### src/source/l_function_macros.svh
// BIKE L-function front end sizes, padding bytes and derived counts
`ifndef L_FUNCTION_MACROS_SVH
`define L_FUNCTION_MACROS_SVH

// Base sizes
`define R_BITS        1400
`define WORD_BITS     32
`define RATE_BITS     832
`define L_BITS        256
`define BLOCK_WORDS   26
`define L_WORDS       8

// Error vector layout, one vector per memory
`define R_BYTES       ((`R_BITS + 7) / 8)
`define DWORDS        ((`R_BYTES + 3) / 4)
// Bytes of e0 that sit in its last word
`define OVER_BYTES    (`R_BYTES % 4)

// Joined message and the blocks it fills, one pad byte at least
`define MSG_BYTES     (2 * `R_BYTES)
`define TOTAL_BLOCKS  ((`MSG_BYTES + 1 + `RATE_BITS / 8 - 1) / (`RATE_BITS / 8))
`define TOTAL_WORDS   (`TOTAL_BLOCKS * `BLOCK_WORDS)

// Index widths
`define ADDR_BITS     ($clog2(`DWORDS))
`define IDX_BITS      ($clog2(`TOTAL_WORDS))

// SHA3 domain and final pad bytes
`define PAD_FIRST     8'h06
`define PAD_LAST      8'h80

`endif

### src/source/l_function_pkg.sv
// Shared word, request, block and L output types of the L-function front end
`include "l_function_macros.svh"

package l_function_pkg;

    // ------------------------------------------------------------------------
    // Plain vectors
    // ------------------------------------------------------------------------
    typedef logic [`WORD_BITS-1:0] word_t;

    // Rate block, word 0 in the lowest bits
    typedef logic [`RATE_BITS-1:0] block_t;

    // First L_BITS of the Keccak state
    typedef logic [`L_BITS-1:0] hash_t;

    // ------------------------------------------------------------------------
    // Structs
    // ------------------------------------------------------------------------
    // One memory read port
    typedef struct packed {
        logic                  rd;
        logic [`ADDR_BITS-1:0] addr;
    } mem_rd_t;

    // Message word request from the sequencer
    typedef struct packed {
        logic                 valid;
        logic [`IDX_BITS-1:0] idx;
    } word_req_t;

    // Message word with its stream index
    typedef struct packed {
        logic                 valid;
        logic [`IDX_BITS-1:0] idx;
        word_t                data;
    } msg_word_t;

    // One L output beat
    typedef struct packed {
        logic       valid;
        logic [2:0] addr;
        word_t      data;
    } l_beat_t;

endpackage

### src/source/l_control.sv
// Sequencer FSM for the L-function, issues word requests, starts Keccak, unloads L
`include "l_function_macros.svh"

module l_control (
    input  logic                      CLK,
    input  logic                      RESETN,
    input  logic                      HASH_EN,
    input  logic                      block_full,
    input  logic                      KECCAK_DONE,
    input  logic                      unload_last,
    output l_function_pkg::word_req_t word_req,
    output logic                      KECCAK_START,
    output logic                      unload_start,
    output logic                      DONE
);

    // ------------------------------------------------------------------------
    // Counter widths and limits
    // ------------------------------------------------------------------------
    localparam int IW = `IDX_BITS;
    localparam int BW = $clog2(`BLOCK_WORDS);
    localparam int BC = $clog2(`TOTAL_BLOCKS + 1);

    localparam logic [BW-1:0] LAST_WORD  = BW'(`BLOCK_WORDS - 1);
    localparam logic [BC-1:0] LAST_BLOCK = BC'(`TOTAL_BLOCKS - 1);

    typedef enum logic [2:0] {
        S_IDLE,
        S_REQUEST,
        S_WAIT_BLOCK,
        S_WAIT_KECCAK,
        S_UNLOAD,
        S_DONE
    } state_t;

    state_t          state;
    // Message word index over the whole hash
    logic [IW-1:0]   idx;
    // Request position inside the current block
    logic [BW-1:0]   word_cnt;
    // Blocks already absorbed
    logic [BC-1:0]   block_cnt;

    // ------------------------------------------------------------------------
    // FSM
    // ------------------------------------------------------------------------
    always_ff @(posedge CLK) begin
        if (!RESETN) begin
            state        <= S_IDLE;
            idx          <= '0;
            word_cnt     <= '0;
            block_cnt    <= '0;
            KECCAK_START <= 1'b0;
            unload_start <= 1'b0;
        end else begin
            // Pulses by default
            KECCAK_START <= 1'b0;
            unload_start <= 1'b0;

            case (state)
                S_IDLE: begin
                    // New hash, index restarts at word 0
                    if (HASH_EN) begin
                        idx       <= '0;
                        word_cnt  <= '0;
                        block_cnt <= '0;
                        state     <= S_REQUEST;
                    end
                end

                S_REQUEST: begin
                    // One request per cycle, 26 in a row
                    idx <= idx + 1'b1;
                    if (word_cnt == LAST_WORD) begin
                        word_cnt <= '0;
                        state    <= S_WAIT_BLOCK;
                    end else begin
                        word_cnt <= word_cnt + 1'b1;
                    end
                end

                S_WAIT_BLOCK: begin
                    // Last word has passed read and pad stages
                    if (block_full) begin
                        KECCAK_START <= 1'b1;
                        state        <= S_WAIT_KECCAK;
                    end
                end

                S_WAIT_KECCAK: begin
                    if (KECCAK_DONE) begin
                        if (block_cnt == LAST_BLOCK) begin
                            // Hash is final, HASH_IN now stable
                            unload_start <= 1'b1;
                            state        <= S_UNLOAD;
                        end else begin
                            block_cnt <= block_cnt + 1'b1;
                            state     <= S_REQUEST;
                        end
                    end
                end

                S_UNLOAD: begin
                    if (unload_last) begin
                        state <= S_DONE;
                    end
                end

                S_DONE: begin
                    state <= S_IDLE;
                end

                default: begin
                    state <= S_IDLE;
                end
            endcase
        end
    end

    // ------------------------------------------------------------------------
    // Outputs decoded from state
    // ------------------------------------------------------------------------
    assign word_req = '{valid: (state == S_REQUEST), idx: idx};

    // Single cycle, right after the last L beat
    assign DONE = (state == S_DONE);

endmodule

### src/source/error_reorder.sv
// Reads e0 and e1 word by word and joins them into one byte-aligned message stream
`include "l_function_macros.svh"

module error_reorder (
    input  logic                      CLK,
    input  logic                      RESETN,
    input  l_function_pkg::word_req_t word_req,
    output l_function_pkg::mem_rd_t   ERROR0_RD,
    output l_function_pkg::mem_rd_t   ERROR1_RD,
    input  l_function_pkg::word_t     ERROR0_DIN,
    input  l_function_pkg::word_t     ERROR1_DIN,
    output l_function_pkg::msg_word_t msg_word
);

    localparam int IW = `IDX_BITS;
    localparam int AW = `ADDR_BITS;
    localparam int WB = `WORD_BITS;
    // Overhang in bytes, a full word when e0 ends on a word boundary
    localparam int OV = (`OVER_BYTES == 0) ? 4 : `OVER_BYTES;

    // Word that holds the e0/e1 seam, and the last e1 read
    localparam logic [IW-1:0] BOUNDARY = IW'(`DWORDS - 1);
    localparam logic [IW-1:0] E1_END   = IW'(2 * `DWORDS - 2);

    logic [IW-1:0]      e1_off;
    logic               valid_d;
    logic [IW-1:0]      idx_d;
    // High bytes of the previous e1 word
    logic [8*OV-1:0]    e1_hi;
    logic [WB+8*OV-1:0] join_e0;
    logic [WB+8*OV-1:0] join_e1;
    l_function_pkg::word_t data;

    // ------------------------------------------------------------------------
    // Read addresses, combinational from the request
    // ------------------------------------------------------------------------
    assign e1_off = word_req.idx - BOUNDARY;

    assign ERROR0_RD = '{rd: word_req.valid && (word_req.idx <= BOUNDARY),
                         addr: word_req.idx[AW-1:0]};

    // e1 runs one word ahead so its low bytes land in the seam word
    assign ERROR1_RD = '{rd: word_req.valid && (word_req.idx >= BOUNDARY)
                             && (word_req.idx <= E1_END),
                         addr: e1_off[AW-1:0]};

    // ------------------------------------------------------------------------
    // Index delay matching the memory latency
    // ------------------------------------------------------------------------
    always_ff @(posedge CLK) begin
        if (!RESETN) begin
            valid_d <= 1'b0;
        end else begin
            valid_d <= word_req.valid;
        end
    end

    always_ff @(posedge CLK) begin
        idx_d <= word_req.idx;
        // Carried into the next message word
        if (valid_d) begin
            e1_hi <= ERROR1_DIN[WB-1 -: 8*OV];
        end
    end

    // ------------------------------------------------------------------------
    // Word assembly
    // ------------------------------------------------------------------------
    assign join_e0 = {ERROR1_DIN, ERROR0_DIN[8*OV-1:0]};
    assign join_e1 = {ERROR1_DIN, e1_hi};

    always_comb begin
        if (idx_d < BOUNDARY) begin
            data = ERROR0_DIN;
        end else if (idx_d == BOUNDARY) begin
            data = join_e0[WB-1:0];
        end else begin
            data = join_e1[WB-1:0];
        end
        // Nothing past the message
        for (int k = 0; k < 4; k++) begin
            if (int'(idx_d) * 4 + k >= `MSG_BYTES) begin
                data[8*k +: 8] = 8'h00;
            end
        end
    end

    assign msg_word = '{valid: valid_d, idx: idx_d, data: data};

endmodule

### src/source/msg_pad.sv
// SHA3 padding stage, places the domain byte and the final pad bit by byte position
`include "l_function_macros.svh"

module msg_pad (
    input  logic                      CLK,
    input  logic                      RESETN,
    input  l_function_pkg::msg_word_t msg_word,
    output l_function_pkg::msg_word_t pad_word
);

    localparam int IW = `IDX_BITS;
    // Byte 103 of the last block
    localparam int LAST_BYTE = 4 * `TOTAL_WORDS - 1;

    logic                  valid_q;
    logic [IW-1:0]         idx_q;
    l_function_pkg::word_t data_q;
    l_function_pkg::word_t padded;
    // Stream position of byte 0 of this word
    int                    base;

    // ------------------------------------------------------------------------
    // Pad insertion
    // ------------------------------------------------------------------------
    always_comb begin
        base   = int'(msg_word.idx) * 4;
        padded = msg_word.data;
        for (int k = 0; k < 4; k++) begin
            // First byte after the message, zero on input
            if (base + k == `MSG_BYTES) begin
                padded[8*k +: 8] = `PAD_FIRST;
            end
            // May share a byte with PAD_FIRST
            if (base + k == LAST_BYTE) begin
                padded[8*k +: 8] = padded[8*k +: 8] | `PAD_LAST;
            end
        end
    end

    // ------------------------------------------------------------------------
    // Output register
    // ------------------------------------------------------------------------
    always_ff @(posedge CLK) begin
        if (!RESETN) begin
            valid_q <= 1'b0;
        end else begin
            valid_q <= msg_word.valid;
        end
    end

    always_ff @(posedge CLK) begin
        if (msg_word.valid) begin
            idx_q  <= msg_word.idx;
            data_q <= padded;
        end
    end

    assign pad_word = '{valid: valid_q, idx: idx_q, data: data_q};

endmodule

### src/source/block_buffer.sv
// Collects 26 padded words into one 832-bit rate block for the Keccak core
`include "l_function_macros.svh"

module block_buffer (
    input  logic                      CLK,
    input  logic                      RESETN,
    input  l_function_pkg::msg_word_t pad_word,
    output l_function_pkg::block_t    block,
    output logic                      block_full
);

    localparam int SW = $clog2(`BLOCK_WORDS);
    localparam int WB = `WORD_BITS;
    localparam logic [SW-1:0] LAST_SLOT = SW'(`BLOCK_WORDS - 1);

    // Word slots of the current block
    l_function_pkg::word_t slots [`BLOCK_WORDS];
    logic [SW-1:0]         slot;

    // Slot decode from the stream index
    assign slot = SW'(pad_word.idx % `BLOCK_WORDS);

    always_ff @(posedge CLK) begin
        if (!RESETN) begin
            for (int i = 0; i < `BLOCK_WORDS; i++) begin
                slots[i] <= '0;
            end
        end else if (pad_word.valid) begin
            slots[slot] <= pad_word.data;
        end
    end

    // Word 0 in the lowest bits
    always_comb begin
        for (int i = 0; i < `BLOCK_WORDS; i++) begin
            block[WB*i +: WB] = slots[i];
        end
    end

    // Block complete once slot 25 lands, stable from the next cycle
    assign block_full = pad_word.valid && (slot == LAST_SLOT);

endmodule

### src/source/hash_unload.sv
// Unloads the 256-bit hash as eight addressed L words, most significant word first
`include "l_function_macros.svh"

module hash_unload (
    input  logic                    CLK,
    input  logic                    RESETN,
    input  logic                    unload_start,
    input  l_function_pkg::hash_t   HASH_IN,
    output l_function_pkg::l_beat_t L,
    output logic                    unload_last
);

    localparam int WB = `WORD_BITS;
    localparam logic [2:0] LAST_BEAT = 3'(`L_WORDS - 1);

    // Unload in progress
    logic                  active;
    // Beat number, also the L address
    logic [2:0]            beat;
    l_function_pkg::word_t slice;

    // ------------------------------------------------------------------------
    // Beat counter
    // ------------------------------------------------------------------------
    always_ff @(posedge CLK) begin
        if (!RESETN) begin
            active <= 1'b0;
            beat   <= '0;
        end else if (unload_start) begin
            active <= 1'b1;
            beat   <= '0;
        end else if (active) begin
            // Eight beats back to back, then idle
            if (beat == LAST_BEAT) begin
                active <= 1'b0;
            end
            beat <= beat + 1'b1;
        end
    end

    // ------------------------------------------------------------------------
    // Word select
    // ------------------------------------------------------------------------
    // Beat 0 takes the top slice of the hash
    assign slice = HASH_IN[WB * (`L_WORDS - 1 - int'(beat)) +: WB];

    assign L = '{valid: active, addr: beat, data: slice};

    // Tells the sequencer this is the eighth beat
    assign unload_last = active && (beat == LAST_BEAT);

endmodule

### src/source/l_function_top.sv
// BIKE L-function front end, message preparation and L unloading around Keccak
module l_function_top (
    input  logic                      CLK,
    input  logic                      RESETN,
    input  logic                      HASH_EN,
    output logic                      DONE,
    output l_function_pkg::mem_rd_t   ERROR0_RD,
    output l_function_pkg::mem_rd_t   ERROR1_RD,
    input  l_function_pkg::word_t     ERROR0_DIN,
    input  l_function_pkg::word_t     ERROR1_DIN,
    output logic                      KECCAK_START,
    output l_function_pkg::block_t    KECCAK_BLOCK,
    input  logic                      KECCAK_DONE,
    input  l_function_pkg::hash_t     HASH_IN,
    output l_function_pkg::l_beat_t   L
);

    // ------------------------------------------------------------------------
    // Internal links
    // ------------------------------------------------------------------------
    // Sequencer to memory read stage
    l_function_pkg::word_req_t word_req;
    // Joined message word, then padded
    l_function_pkg::msg_word_t msg_word;
    l_function_pkg::msg_word_t pad_word;
    logic                      block_full;
    logic                      unload_start;
    logic                      unload_last;

    // ------------------------------------------------------------------------
    // Sequencer
    // ------------------------------------------------------------------------
    l_control u_control (
        .CLK          (CLK),
        .RESETN       (RESETN),
        .HASH_EN      (HASH_EN),
        .block_full   (block_full),
        .KECCAK_DONE  (KECCAK_DONE),
        .unload_last  (unload_last),
        .word_req     (word_req),
        .KECCAK_START (KECCAK_START),
        .unload_start (unload_start),
        .DONE         (DONE)
    );

    // ------------------------------------------------------------------------
    // Message path, read and join, pad, collect
    // ------------------------------------------------------------------------
    error_reorder u_reorder (
        .CLK        (CLK),
        .RESETN     (RESETN),
        .word_req   (word_req),
        .ERROR0_RD  (ERROR0_RD),
        .ERROR1_RD  (ERROR1_RD),
        .ERROR0_DIN (ERROR0_DIN),
        .ERROR1_DIN (ERROR1_DIN),
        .msg_word   (msg_word)
    );

    msg_pad u_pad (
        .CLK      (CLK),
        .RESETN   (RESETN),
        .msg_word (msg_word),
        .pad_word (pad_word)
    );

    // Block stays put while Keccak absorbs it
    block_buffer u_buffer (
        .CLK        (CLK),
        .RESETN     (RESETN),
        .pad_word   (pad_word),
        .block      (KECCAK_BLOCK),
        .block_full (block_full)
    );

    // ------------------------------------------------------------------------
    // L output
    // ------------------------------------------------------------------------
    hash_unload u_unload (
        .CLK          (CLK),
        .RESETN       (RESETN),
        .unload_start (unload_start),
        .HASH_IN      (HASH_IN),
        .L            (L),
        .unload_last  (unload_last)
    );

endmodule

### config.mk
export PLATFORM = sky130hd
export DESIGN_NAME = l_function_top
export DESIGN_NICKNAME = d
export VERILOG_FILES = /design/src/source/l_function_pkg.sv /design/src/source/l_control.sv /design/src/source/error_reorder.sv /design/src/source/msg_pad.sv /design/src/source/block_buffer.sv /design/src/source/hash_unload.sv /design/src/source/l_function_top.sv
export VERILOG_INCLUDE_DIRS = /design/src /design/src/source
export SDC_FILE = /design/constraint.sdc
export NUM_CORES = 1
export LEC_CHECK = 0
export ABC_AREA = 1
export ABC_CLOCK_PERIOD_IN_PS = 6100
export BUFFER_PORTS_ARGS = -buffer_cell sky130_fd_sc_hd__buf_2
export CORE_AREA = 2 2 477 479
export DETAILED_ROUTE_END_ITERATION = 10
export DIE_AREA = 0 0 479 481
export PLACE_DENSITY = 0.42
export REMOVE_ABC_BUFFERS = 1
export SLEW_MARGIN = 20
export SYNTH_ARGS = -nofsm -noshare
export SYNTH_HDL_FRONTEND = slang
export SYNTH_SLANG_ARGS = --single-unit
### constraint.sdc
create_clock -name CLK -period 6.1 [get_ports CLK]
set_clock_uncertainty 0.1 [all_clocks]
set_input_delay 0.305 -clock CLK [delete_from_list [all_inputs] [get_ports CLK]]
set_output_delay 0.305 -clock CLK [all_outputs]
set_load 0.005 [all_outputs]
# Word level (Yosys, flattened, before mapping)
# Memories as Yosys holds them, arrays and structs flattened.
# Index checks and enable logic that the tools add are counted.
[word_totals]
regBits = 96
mem_bits_rw = 832
in_bits = 324
output_inout_bits = 884
word_cells = 112
mem_count = 1
[classes]
add_sub_neg = 9
div_mod_pow = 1
magnitude_cmp = 8
eq_ne = 22
shift = 1
n_mux = 36
n_bitwise = 1
reduce_logical = 15
[memory_table]
columns = ["memory", "depth", "word_bits", "rd", "rd_clocked_by_memory_dff", "wr", "line", "rtl"]
rows = [
  ["u_buffer.slots", 26, 32, 26, 0, 26, "block_buffer.sv:17", "l_function_pkg::word_t slots [`BLOCK_WORDS];"],
]
[op_table]
columns = ["cell", "count"]
rows = [
  ["indexed part select 256 x 32 -> 32 bit", 1],
  ["equality test 32 x 10 -> 1 bit, second input constant", 6],
  ["greater-or-equal comparator 32 x 10 -> 1 bit, second input constant", 3],
  ["two-way mux 32 bit", 2],
  ["two-way mux 8 bit", 6],
  ["remainder unit 7 x 5 -> 32 bit, second input constant", 1],
  ["OR reduction 32 bit", 1],
  ["two-way mux 3 bit", 9],
  ["two-way mux 24 bit", 1],
  ["adder 9 x 2 -> 10 bit, second input constant", 2],
  ["two-way mux 5 bit", 3],
  ["case mux 3 bit (5 select lines)", 1],
  ["case mux 7 bit (2 select lines)", 1],
  ["adder 9 x 1 -> 10 bit, second input constant", 1],
  ["equality test 5 bit, second input constant", 2],
  ["two-way mux 1 bit", 10],
  ["inequality test 2 bit, second input constant", 5],
  ["case mux 5 bit (2 select lines)", 1],
  ["equality test 3 x 2 -> 1 bit, second input constant", 3],
  ["equality test 3 bit, second input constant", 3],
  ["greater-or-equal comparator 9 bit, second input constant", 1],
  ["adder 7 x 1 -> 7 bit, second input constant", 1],
  ["equality test 7 x 6 -> 1 bit, second input constant", 1],
  ["greater-or-equal comparator 7 x 6 -> 1 bit, second input constant", 1],
  ["20 further kinds", 27],
]

# Longest topological paths before layout
# Gate-level depths: netlist of the first run.
[logic_depth]
word_depth = 5
mapped_depth = 21
depth_no_buf = 20

# By module
# A second synthesis of the first run with hierarchy kept.
[hier_totals]
cells_unflattened = 3396
hier_area_um2 = 38439.4
[modules_own_cells]
columns = ["mod", "instances", "cells_per_inst", "area_each_um2"]
rows = [
  ["block_buffer", 1, 2036, 30256.5],
  ["hash_unload", 1, 873, 3604.7],
  ["error_reorder", 1, 253, 2150.8],
  ["msg_pad", 1, 74, 1343.8],
  ["l_control", 1, 160, 1083.5],
]

# Worst setup path after synthesis of the first run
# No wires, ideal clock.
[synth_path]
kind = "register -> register"
start = "register u_pad.idx_q[4]"
end = "memory u_buffer.slots[14][0] (netlist name) (enable)"
arrival_ns = 4.695
required_time_ns = 5.534
path_slack_ns = 0.840
path_stages_with_launch = 19
n_path_buf = 1
period_less_slack_ns = 5.260
cell_sequence = "edfxtp_1 -> o21a_1 -> ha_1 -> inv_1 -> nand3_1 -> nand2_1 -> nand3_1 -> nor2_2 -> nand2_1 -> a21oi_2 -> nand2_1 -> nand2_1 -> nand2_2 -> inv_2 -> nand2_1 -> nor2_2 -> inv_2 -> buf_2 -> o21ai_0"
[synth_lines]
columns = ["item", "line", "rtl"]
rows = [
  ["start, declared", "msg_pad.sv:16", "logic [IW-1:0] idx_q;"],
  ["start signal, assigned", "msg_pad.sv:53", "idx_q <= msg_word.idx;"],
  ["end, declared", "block_buffer.sv:17", ""],
]

==> Implementation_results.wiki, run 1 <==
{| class="wikitable"
! Metric !! Value
|-
| Run status || finished clean
|-
| Highest ir drop seen on vdd || between 0.00015 and 0.0002 V
|-
| Share of final-layout standard cells stronger than drive strength 1 || 0.363
|-
| CTS Buf Count || ~110
|-
| Fraction of synthesized cell area taken by the top area cell type || 0.754
|-
| Number of register bits inferred by synthesis || slightly above 900
|-
| Part of the Yosys area used for sequential elements || 0.772
|-
| Count of antenna-violating nets left after detailed routing || 0
|-
| Minimum clock period || approximately 4600 ps
|-
| Relative max-transition margin || 0.268
|-
| Distinct cell type count of the synthesized netlist || approximately 40
|-
| Actual transition at the worst max-transition pin || around 1100 ps
|-
| Num Clock Sinks || slightly above 900
|-
| Clock tree from TritonCTS || yes
|-
| Setup WS pre-CTS || between 1000 and 1500 ps
|-
| Total track usage || 0.160
|-
| Library cell contributing the largest single delay on the critical path || nand2_2
|-
| Arrival time reported for the critical path endpoint || ~4800 ps
|-
| H-tree level count || 3
|-
| Remaining DRCs || 0
|-
| Minimum setup slack in the final design || between 1000 and 1500 ps
|-
| Startpoint types || flip-flop
|-
| Total grt overflow || 0
|-
| Layout overhead on the synthesized area || 38.7%
|-
| Initial DRC Count || about 2300
|-
| Post-layout nets || 4442
|-
| Initial core utilization || 0.158
|-
| Critical path required time || approximately 6300 ps
|-
| Largest driver fanout on the critical path || 33
|-
| Cells along the critical path || o21a_1 -> ha_1 -> inv_1 -> nand3_1 -> nand2_1 -> nand3_1 -> nor2_2 -> nor2_1 -> nor2_1 -> nand3_2 -> nand3_1 -> nand2_1 -> nor2_1 -> nand2_1 -> inv_1 -> nand2_2 -> nand2_2
|-
| Biggest area contributors in the synthesized netlist || edfxtp_1 75%, nor2_1 11%, o21ai_0 2.3%, dfxtp_1 1.9%, clkbuf_1 1.6%
|-
| Sum of net half-perimeters after detailed placement || about 130 mm
|-
| Final core utilization || 0.219
|-
| Cell with the most instances after synthesis || nor2_1
|-
| Yosys top cell by area || edfxtp_1
|-
| Root buffer cell || clkbuf_16
|-
| Clk pin slew, worst setup/hold paths || 60 ps
|-
| Post-Syn Area || roughly 36000 sq um
|-
| Clock latency on the worst-skew pair || between 700 and 800 ps
|-
| Number of global-route vias before repair || roughly 27000
|-
| Unrepaired setup endpoints after global routing || false
|-
| Worst hold margin || ~170 ps
|-
| Post-Syn Instances || between 2000 and 3000
|-
| Routed via count divided by cell count || about 3.9
|-
| Die span in y || approximately 480 um
|-
| Maxcap violations || 0
|-
| Die width || roughly 480 um
|-
| Die ar. || around 230000 sq um
|-
| Per-cell routed wire length || approximately 27 um
|-
| Setup violators final || 0
|-
| Number of setup buffers added after CTS || 0
|-
| Final period util || 0.758
|-
| Antenna violations before repair || 51
|-
| Routed Wire Length || 193 mm
|-
| Largest stage delay on the critical path || 800 ps
|-
| Summed negative setup slack over all endpoints || 0 ps
|-
| Core outline area || 226000 sq um
|-
| Synth Flop Type || edfxtp_1
|-
| Share of async-settable or async-resettable flops after synthesis || 0
|-
| Number of ports placed on the die boundary || 1208
|-
| Deepest clock path buffer count || 3
|-
| Achievable frequency || ~220 MHz
|-
| Number of I/O port buffers || 1207
|-
| Number of fill cells in the layout || approximately 24000
|-
| Row Count || about 180
|-
| Power per standard cell area || around 320 nW/um^2
|-
| Crit path kind || reg2reg
|-
| Average cell area after synthesis || approximately 12 sq um
|-
| Routability cong. || roughly 0.92
|-
| Sort of element at the end of the critical path || flip-flop
|-
| Class of the tightest hold or removal check || in2reg
|-
| Leading post-synthesis cells by instance count || 1091 x nor2_1, 895 x edfxtp_1, 161 x o21ai_0
|-
| Lkg Pwr || around 21 nW
|-
| Detailed-routing iteration count for the pre-antenna-repair pass || 5
|-
| Count of flip-flops with a built-in enable after synthesis || roughly 900
|-
| Largest net degree at the start of global routing || between 90 and 100
|-
| Ys Warns || 0
|-
| DR vias || approximately 28000
|-
| Final-report max-slew violation count || 0
|-
| Global-route wire length before repair || roughly 250 mm
|-
| Final hold vios || 0
|}
-- cell families (layout without fill, tap and decap cells) --
| logic type | Yosys count | in the layout | synth area share |
|---|---|---|---|
| flops | 928 | 928 | 0.772 |
| xor+xnor | 4 | 4 | 0.000983 |
| compound gates | 263 | 263 | 0.0404 |
| simple gates | 1336 | 1336 | 0.148 |
| fa+ha+maj | 9 | 9 | 0.00316 |
| other cells | 0 | 19 | 0 |
| buf+inv | 315 | 1657 | 0.0357 |
-- what timing repair did --
| action | CTS | global route |
|---|---|---|
| endpoints found under the setup margin | 0 | 0 |
| hold buffers | 68 | 0 |
| resized for setup | 0 | 0 |
| hold endpoints to repair | 70 | 0 |
-- state kept, by name (all words and copies together) (netlist names) --
signal,cells
u_control.unload_start,1
u_control.KECCAK_START,1
u_pad.data_q,32
u_unload.beat,3
u_reorder.valid_d,1
u_pad.idx_q,7
u_control.word_cnt,5
u_reorder.idx_d,7
u_pad.valid_q,1
u_reorder.e1_hi,24
u_buffer.slots,832
u_control.state,3
u_control.block_cnt,3
u_control.idx,7
u_unload.active,1
-- final timing paths --
path	end	startpoint	cells past startpoint	slack [ps]
hold / removal	u_reorder.e1_hi[17]	ERROR1_DIN[25]	2	170
setup / recovery	u_buffer.slots[13][8]	u_pad.idx_q[4]	17	1480
setup reg to reg	u_buffer.slots[13][8]	u_pad.idx_q[4]	17	1480
hold reg to reg	u_reorder.idx_d[5]	u_control.idx[5]	0	320
-- per-layer routing --
metal | share of wire | global-route usage | wire length (um) | vias up
li1 | - | - | - | 12300
met1 | 0.37 | 0.182 | 72100 | 13900
met2 | 0.52 | 0.294 | 100000 | 1425
met5 | 0.00036 | 0 | 69 | -
met3 | 0.072 | 0.0346 | 13800 | 234
met4 | 0.034 | 0.0548 | 6630 | 10
-- power by group --
| group | total (mW) | internal, mW | switching (mW) |
|---|---|---|---|
| logic | 2.21 | 0.469 | 1.75 |
| clock network | 6.27 | 3.52 | 2.76 |
| registers | 7.46 | 7.30 | 0.157 |
-- critical path: cells and delay by family, from the launching register on --
kind                       cells  cell delay, ps
AOI/OAI and AO/OA              1             220
adders and majority gates      1             260
buffers and inverters          2             450
DFF                            1             460
and+or+nand+nor               13            2720
-- cells in the final DEF, fill, tap and decap left out, types with 8 or more instances in the layout --
master	Yosys	routed
buf_2	51	1206
nor2_1	1091	1090
edfxtp_1	895	895
o21ai_0	161	159
clkbuf_16	0	106
nand2_1	107	96
buf_4	7	89
nor3_1	88	88
dlygate4sd3_1	0	68
inv_1	56	53
inv_2	7	41
o22ai_1	34	34
a31oi_1	34	33
clkinv_1	34	31
dfxtp_1	33	30
nand3_1	25	22
a21oi_1	21	20
diode_2	0	19
clkbuf_1	156	19
clkinv_2	0	16
nand2_2	1	10
ha_1	9	9
nand4_1	8	8
-- layout make-up --
type / count / area (sq um) / share of cell area
inverter: 97 / 365 / 0.00739
antenna: 19 / 47.5 / 0.000961
clock inverter: 71 / 666 / 0.0135
sequential: 928 / 27500 / 0.557
timing repair buffer: 1364 / 7400 / 0.150
clock buffer: 125 / 2720 / 0.0551
tap: 3009 / 3760 / 0.0761
multi-input combinational: 1612 / 6930 / 0.140
-- per-stage QoR --
| stage | instance area [sq um] | cells | power (mW) |
|---|---|---|---|
| after global placement | 45300 | 6941 | 9.86 |
| after detailed placement | 45300 | 6942 | 9.86 |
| after CTS | 49400 | 7206 | 16.2 |
| final | 49500 | 7225 | 15.9 |
| after global routing | 49400 | 7220 | 16.5 |
| after floorplan | 34800 | 2637 | 8.28 |
Note: power is estimated with default switching activity, not from simulation.
==> run 2, diff against run 1 <==
- ABC_CLOCK_PERIOD_IN_PS: 6100 -> 4220
- CORE_AREA: 2 2 477 479 -> 2 2 464 466
- DIE_AREA: 0 0 479 481 -> 0 0 466 468
- PLACE_DENSITY: 0.42 -> 0.44
- clock period: 6.1 -> 4.22 ns (I/O delays scaled with it)
==> Implementation_results.wiki, run 2 (same netlist as run 1, synthesis figures left out) <==
{| class="wikitable"
! Metric !! Value
|-
| Die ar. || 218000 sq um (-5.3%)
|-
| Total grt overflow || 0 (unchanged)
|-
| Num Clock Sinks || 928 (unchanged)
|-
| Largest driver fanout on the critical path || 26 (-21%)
|-
| Critical path required time || 4500 ps (-1820 ps)
|-
| Highest ir drop seen on vdd || 0.000338 V (+80%)
|-
| Register name with the most flops || u_buffer.slots
|-
| Root buffer cell || clkbuf_16
|-
| Cells along the critical path || o21a_1 -> ha_1 -> inv_1 -> nand3_1 -> nand2_1 -> nand3_1 -> nor2_2 -> nand2_1 -> a21oi_2 -> nand2_1 -> nand2_1 -> nand2_4 -> nor2_1 -> nand3_2 -> nand2_4 -> buf_12
|-
| Met3 layer usage reported by global route || 0.0422 (+0.00754)
|-
| Worst Reg-to-Reg Cells || 16 (-1)
|-
| Relative max-transition margin || 0.281 (+0.0123)
|-
| Die span in y || 468 um (-2.7%)
|-
| Sort of element at the end of the critical path || flip-flop
|-
| Minimum setup slack in the final design || 323 ps (-1150 ps)
|-
| Lkg Pwr || 21.0 nW (+1.7%)
|-
| Leading cell type in the layout, fill and taps excluded || buf_2
|-
| Largest stage delay on the critical path || 460 ps (-340 ps)
|-
| Achievable frequency || 257 MHz (+19%)
|-
| Count of antenna-violating nets left after detailed routing || 0 (unchanged)
|-
| Crit-path leading delay family || simple AND/OR/NAND/NOR gates
|-
| Buffering stage count on the worst path with inverters included || 2 (unchanged)
|-
| Setup violators final || 0 (unchanged)
|-
| Arrival time reported for the critical path endpoint || 4180 ps (-660 ps)
|-
| Routed Wire Length || 194 mm (+0.59%)
|-
| Detailed-routing iteration count for the pre-antenna-repair pass || 5 (unchanged)
|-
| Fraction of power consumed by the clock network || 0.402 (+0.009)
|-
| Final-report max-slew violation count || 0 (unchanged)
|-
| Number of flip-flops under the largest register name || 832 (unchanged)
|-
| Number of ports placed on the die boundary || 1208 (unchanged)
|-
| Deepest clock path buffer count || 3 (unchanged)
|-
| Sum of net half-perimeters after detailed placement || 141 mm (+6.1%)
|-
| Routability cong. || 0.967 (+4.6%)
|-
| Leading cell types in the layout, fill and taps excluded || 1206 x buf_2, 1090 x nor2_1, 895 x edfxtp_1
|-
| Setup WS pre-CTS || 25.6 ps (-1290 ps)
|-
| Minimum clock period || 3900 ps (-726 ps)
|-
| Maxcap violations || 0 (unchanged)
|-
| Clk pin slew, worst setup/hold paths || 60 ps (about the same)
|-
| Power Internal || 16.7 mW (+48%)
|-
| Share of power burned in combinational logic || 0.137 (-0.002)
|-
| Net switching power || 6.77 mW (+45%)
|-
| Met2 Use GR || 0.307 (+0.0137)
|-
| Remaining DRCs || 0 (unchanged)
|-
| Antenna violations before repair || 57 (+12%)
|-
| Number of global-route vias before repair || 27200 (+0.044%)
|-
| Global-route wire length before repair || 249 mm (+0.35%)
|-
| Layout overhead on the synthesized area || 40.4%
|-
| Final period util || 0.923 (+0.166)
|-
| Row Count || 170 (-2.9%)
|-
| Startpoint types || flip-flop
|-
| Count of cells along the worst hold path || 2 (unchanged)
|-
| Clock tree from TritonCTS || yes
|-
| Power per standard cell area || 469 nW/um^2 (+45%)
|-
| Busiest layer in global routing || met2
|-
| Crit path kind || reg2reg
|-
| DR vias || 27900 (-0.16%)
|-
| Sequential share of power || 0.461 (-0.007)
|-
| Largest registers || u_buffer.slots: 832 flops, u_pad.data_q: 32 flops, u_reorder.e1_hi: 24 flops
|-
| Number of I/O port buffers || 1207 (unchanged)
|-
| Routed via count divided by cell count || 3.93 (+1.6%)
|-
| Endpoint of the lowest-slack register-to-register path || u_buffer.slots[25][27]
|-
| Switching part of the total power || 0.289 (-0.00350)
|-
| Largest net degree at the start of global routing || 132 (+42%)
|-
| Class of the tightest hold or removal check || in2reg
|-
| Per-cell routed wire length || 27.4 um (+2.4%)
|-
| Initial DRC Count || 2467 (+5.7%)
|-
| Share of final-layout standard cells stronger than drive strength 1 || 0.369 (+0.00589)
|-
| Run status || finished clean
|-
| Worst R2R Setup Slack || 320 ps (-1150 ps)
|-
| Die width || 466 um (-2.7%)
|-
| Launching point of the worst reg2reg path || u_pad.idx_q[4]
|-
| H-tree level count || 3 (unchanged)
|-
| Most frequent CP cell || nand2_1
|-
| Library cell contributing the largest single delay on the critical path || edfxtp_1
|-
| Final core utilization || 0.235 (+0.0156)
|-
| Hold Path End || u_reorder.e1_hi[17]
|-
| Clock latency on the worst-skew pair || 770 ps (+40 ps)
|-
| Actual transition at the worst max-transition pin || 1080 ps (-15.0 ps)
|-
| Final hold vios || 0 (unchanged)
|-
| GR met1 Demand/Resource || 0.188 (+0.00667)
|-
| CTS Buf Count || 104 (-1.9%)
|-
| Hold path start || ERROR1_DIN[25]
|-
| Total track usage || 0.170 (+0.0100)
|-
| Core outline area || 213000 sq um (-5.5%)
|-
| Post-layout nets || 4477 (+0.79%)
|-
| Initial core utilization || 0.167 (+0.00919)
|}
[run 2: cell count changes in the layout (fill, tap and decap cells not counted), moves of 5 or more]
cell       before  now
inv_2          41   34
clkinv_1       31   26
bufinv_16       7   12
diode_2        19   26
buf_4          89   96
buf_12          1   28
[run 2: cell type report]
class | instances | area [sq um]
diodes | 26 | 65.1
clock inverters | 69 | 832
multi-input cells | 1612 | 6940
flip-flops and latches | 928 | 27500
well taps | 2838 | 3550
fillers | 22900 | 163000
repair buffers | 1401 | 8030
inverters | 97 | 378
clock buffers | 126 | 2720
[run 2: metrics by stage]
stage                     std cells  area (sq um)  setup TNS (ps)  power [mW]  hold slack, ps
final                          7097         50100               0        23.5            97.2
after detailed placement       6804         45700               0        14.3             290
after global placement         6804         45700           -2140        14.3             289
after CTS                      7070         50000               0        23.8            2.58
after global routing           7091         50000           -1.46        24.3            30.9
after floorplan                2637         34800         -281480        12.0             204
[run 2: metal layers]
metal | up-vias | routed length [um] | part of all wire
met5 | - | 158 | 0.00081
met4 | 26 | 8260 | 0.043
met3 | 309 | 13500 | 0.070
met2 | 1350 | 100000 | 0.52
met1 | 13800 | 72000 | 0.37
li1 | 12400 | - | -
[run 2: how the worst max path moves through the flow]
stage	slack, ps	to	from	cells after the start
2_1_floorplan	-1390	u_buffer.slots[14][0]	u_pad.idx_q[4]	15
4_1_cts	240	u_buffer.slots[25][27]	u_pad.idx_q[4]	16
5_1_grt	-0.8	u_buffer.slots[25][27]	u_pad.idx_q[4]	16
3_5_place_dp	30	u_buffer.slots[25][18]	u_pad.idx_q[4]	16
3_3_place_gp	-90	u_buffer.slots[25][18]	u_pad.idx_q[4]	18
6_report	320	u_buffer.slots[25][27]	u_pad.idx_q[4]	16
[run 2: timing repair]
item	in CTS	in global routing
setup buffers	0	1
hold buffers	71	0
pin swaps	0	1
setup endpoints to repair	10	10
hold endpoints to repair	78	0
resized for setup	1	0
[run 2: worst register-to-register path, delay by kind of cell (launching register included)]
kind	cells	cell delay, ps
AND/OR/NAND/NOR	11	1860
AO/OA/AOI/OAI	2	470
flip-flops	1	460
adder cells (fa/ha/maj)	1	270
buffers and inverters	2	300
[run 2: power groups by stage]
| stage | combinational [mW] | sequential (mW) | clock, mW |
|---|---|---|---|
| final | 3.21 | 10.8 | 9.44 |
| after global routing | 3.44 | 10.9 | 9.98 |
| after CTS | 3.34 | 10.8 | 9.65 |
| after detailed placement | 3.28 | 11.0 | 0 |
| after global placement | 3.28 | 11.0 | 0 |
| after floorplan | 0.994 | 11.0 | 0 |
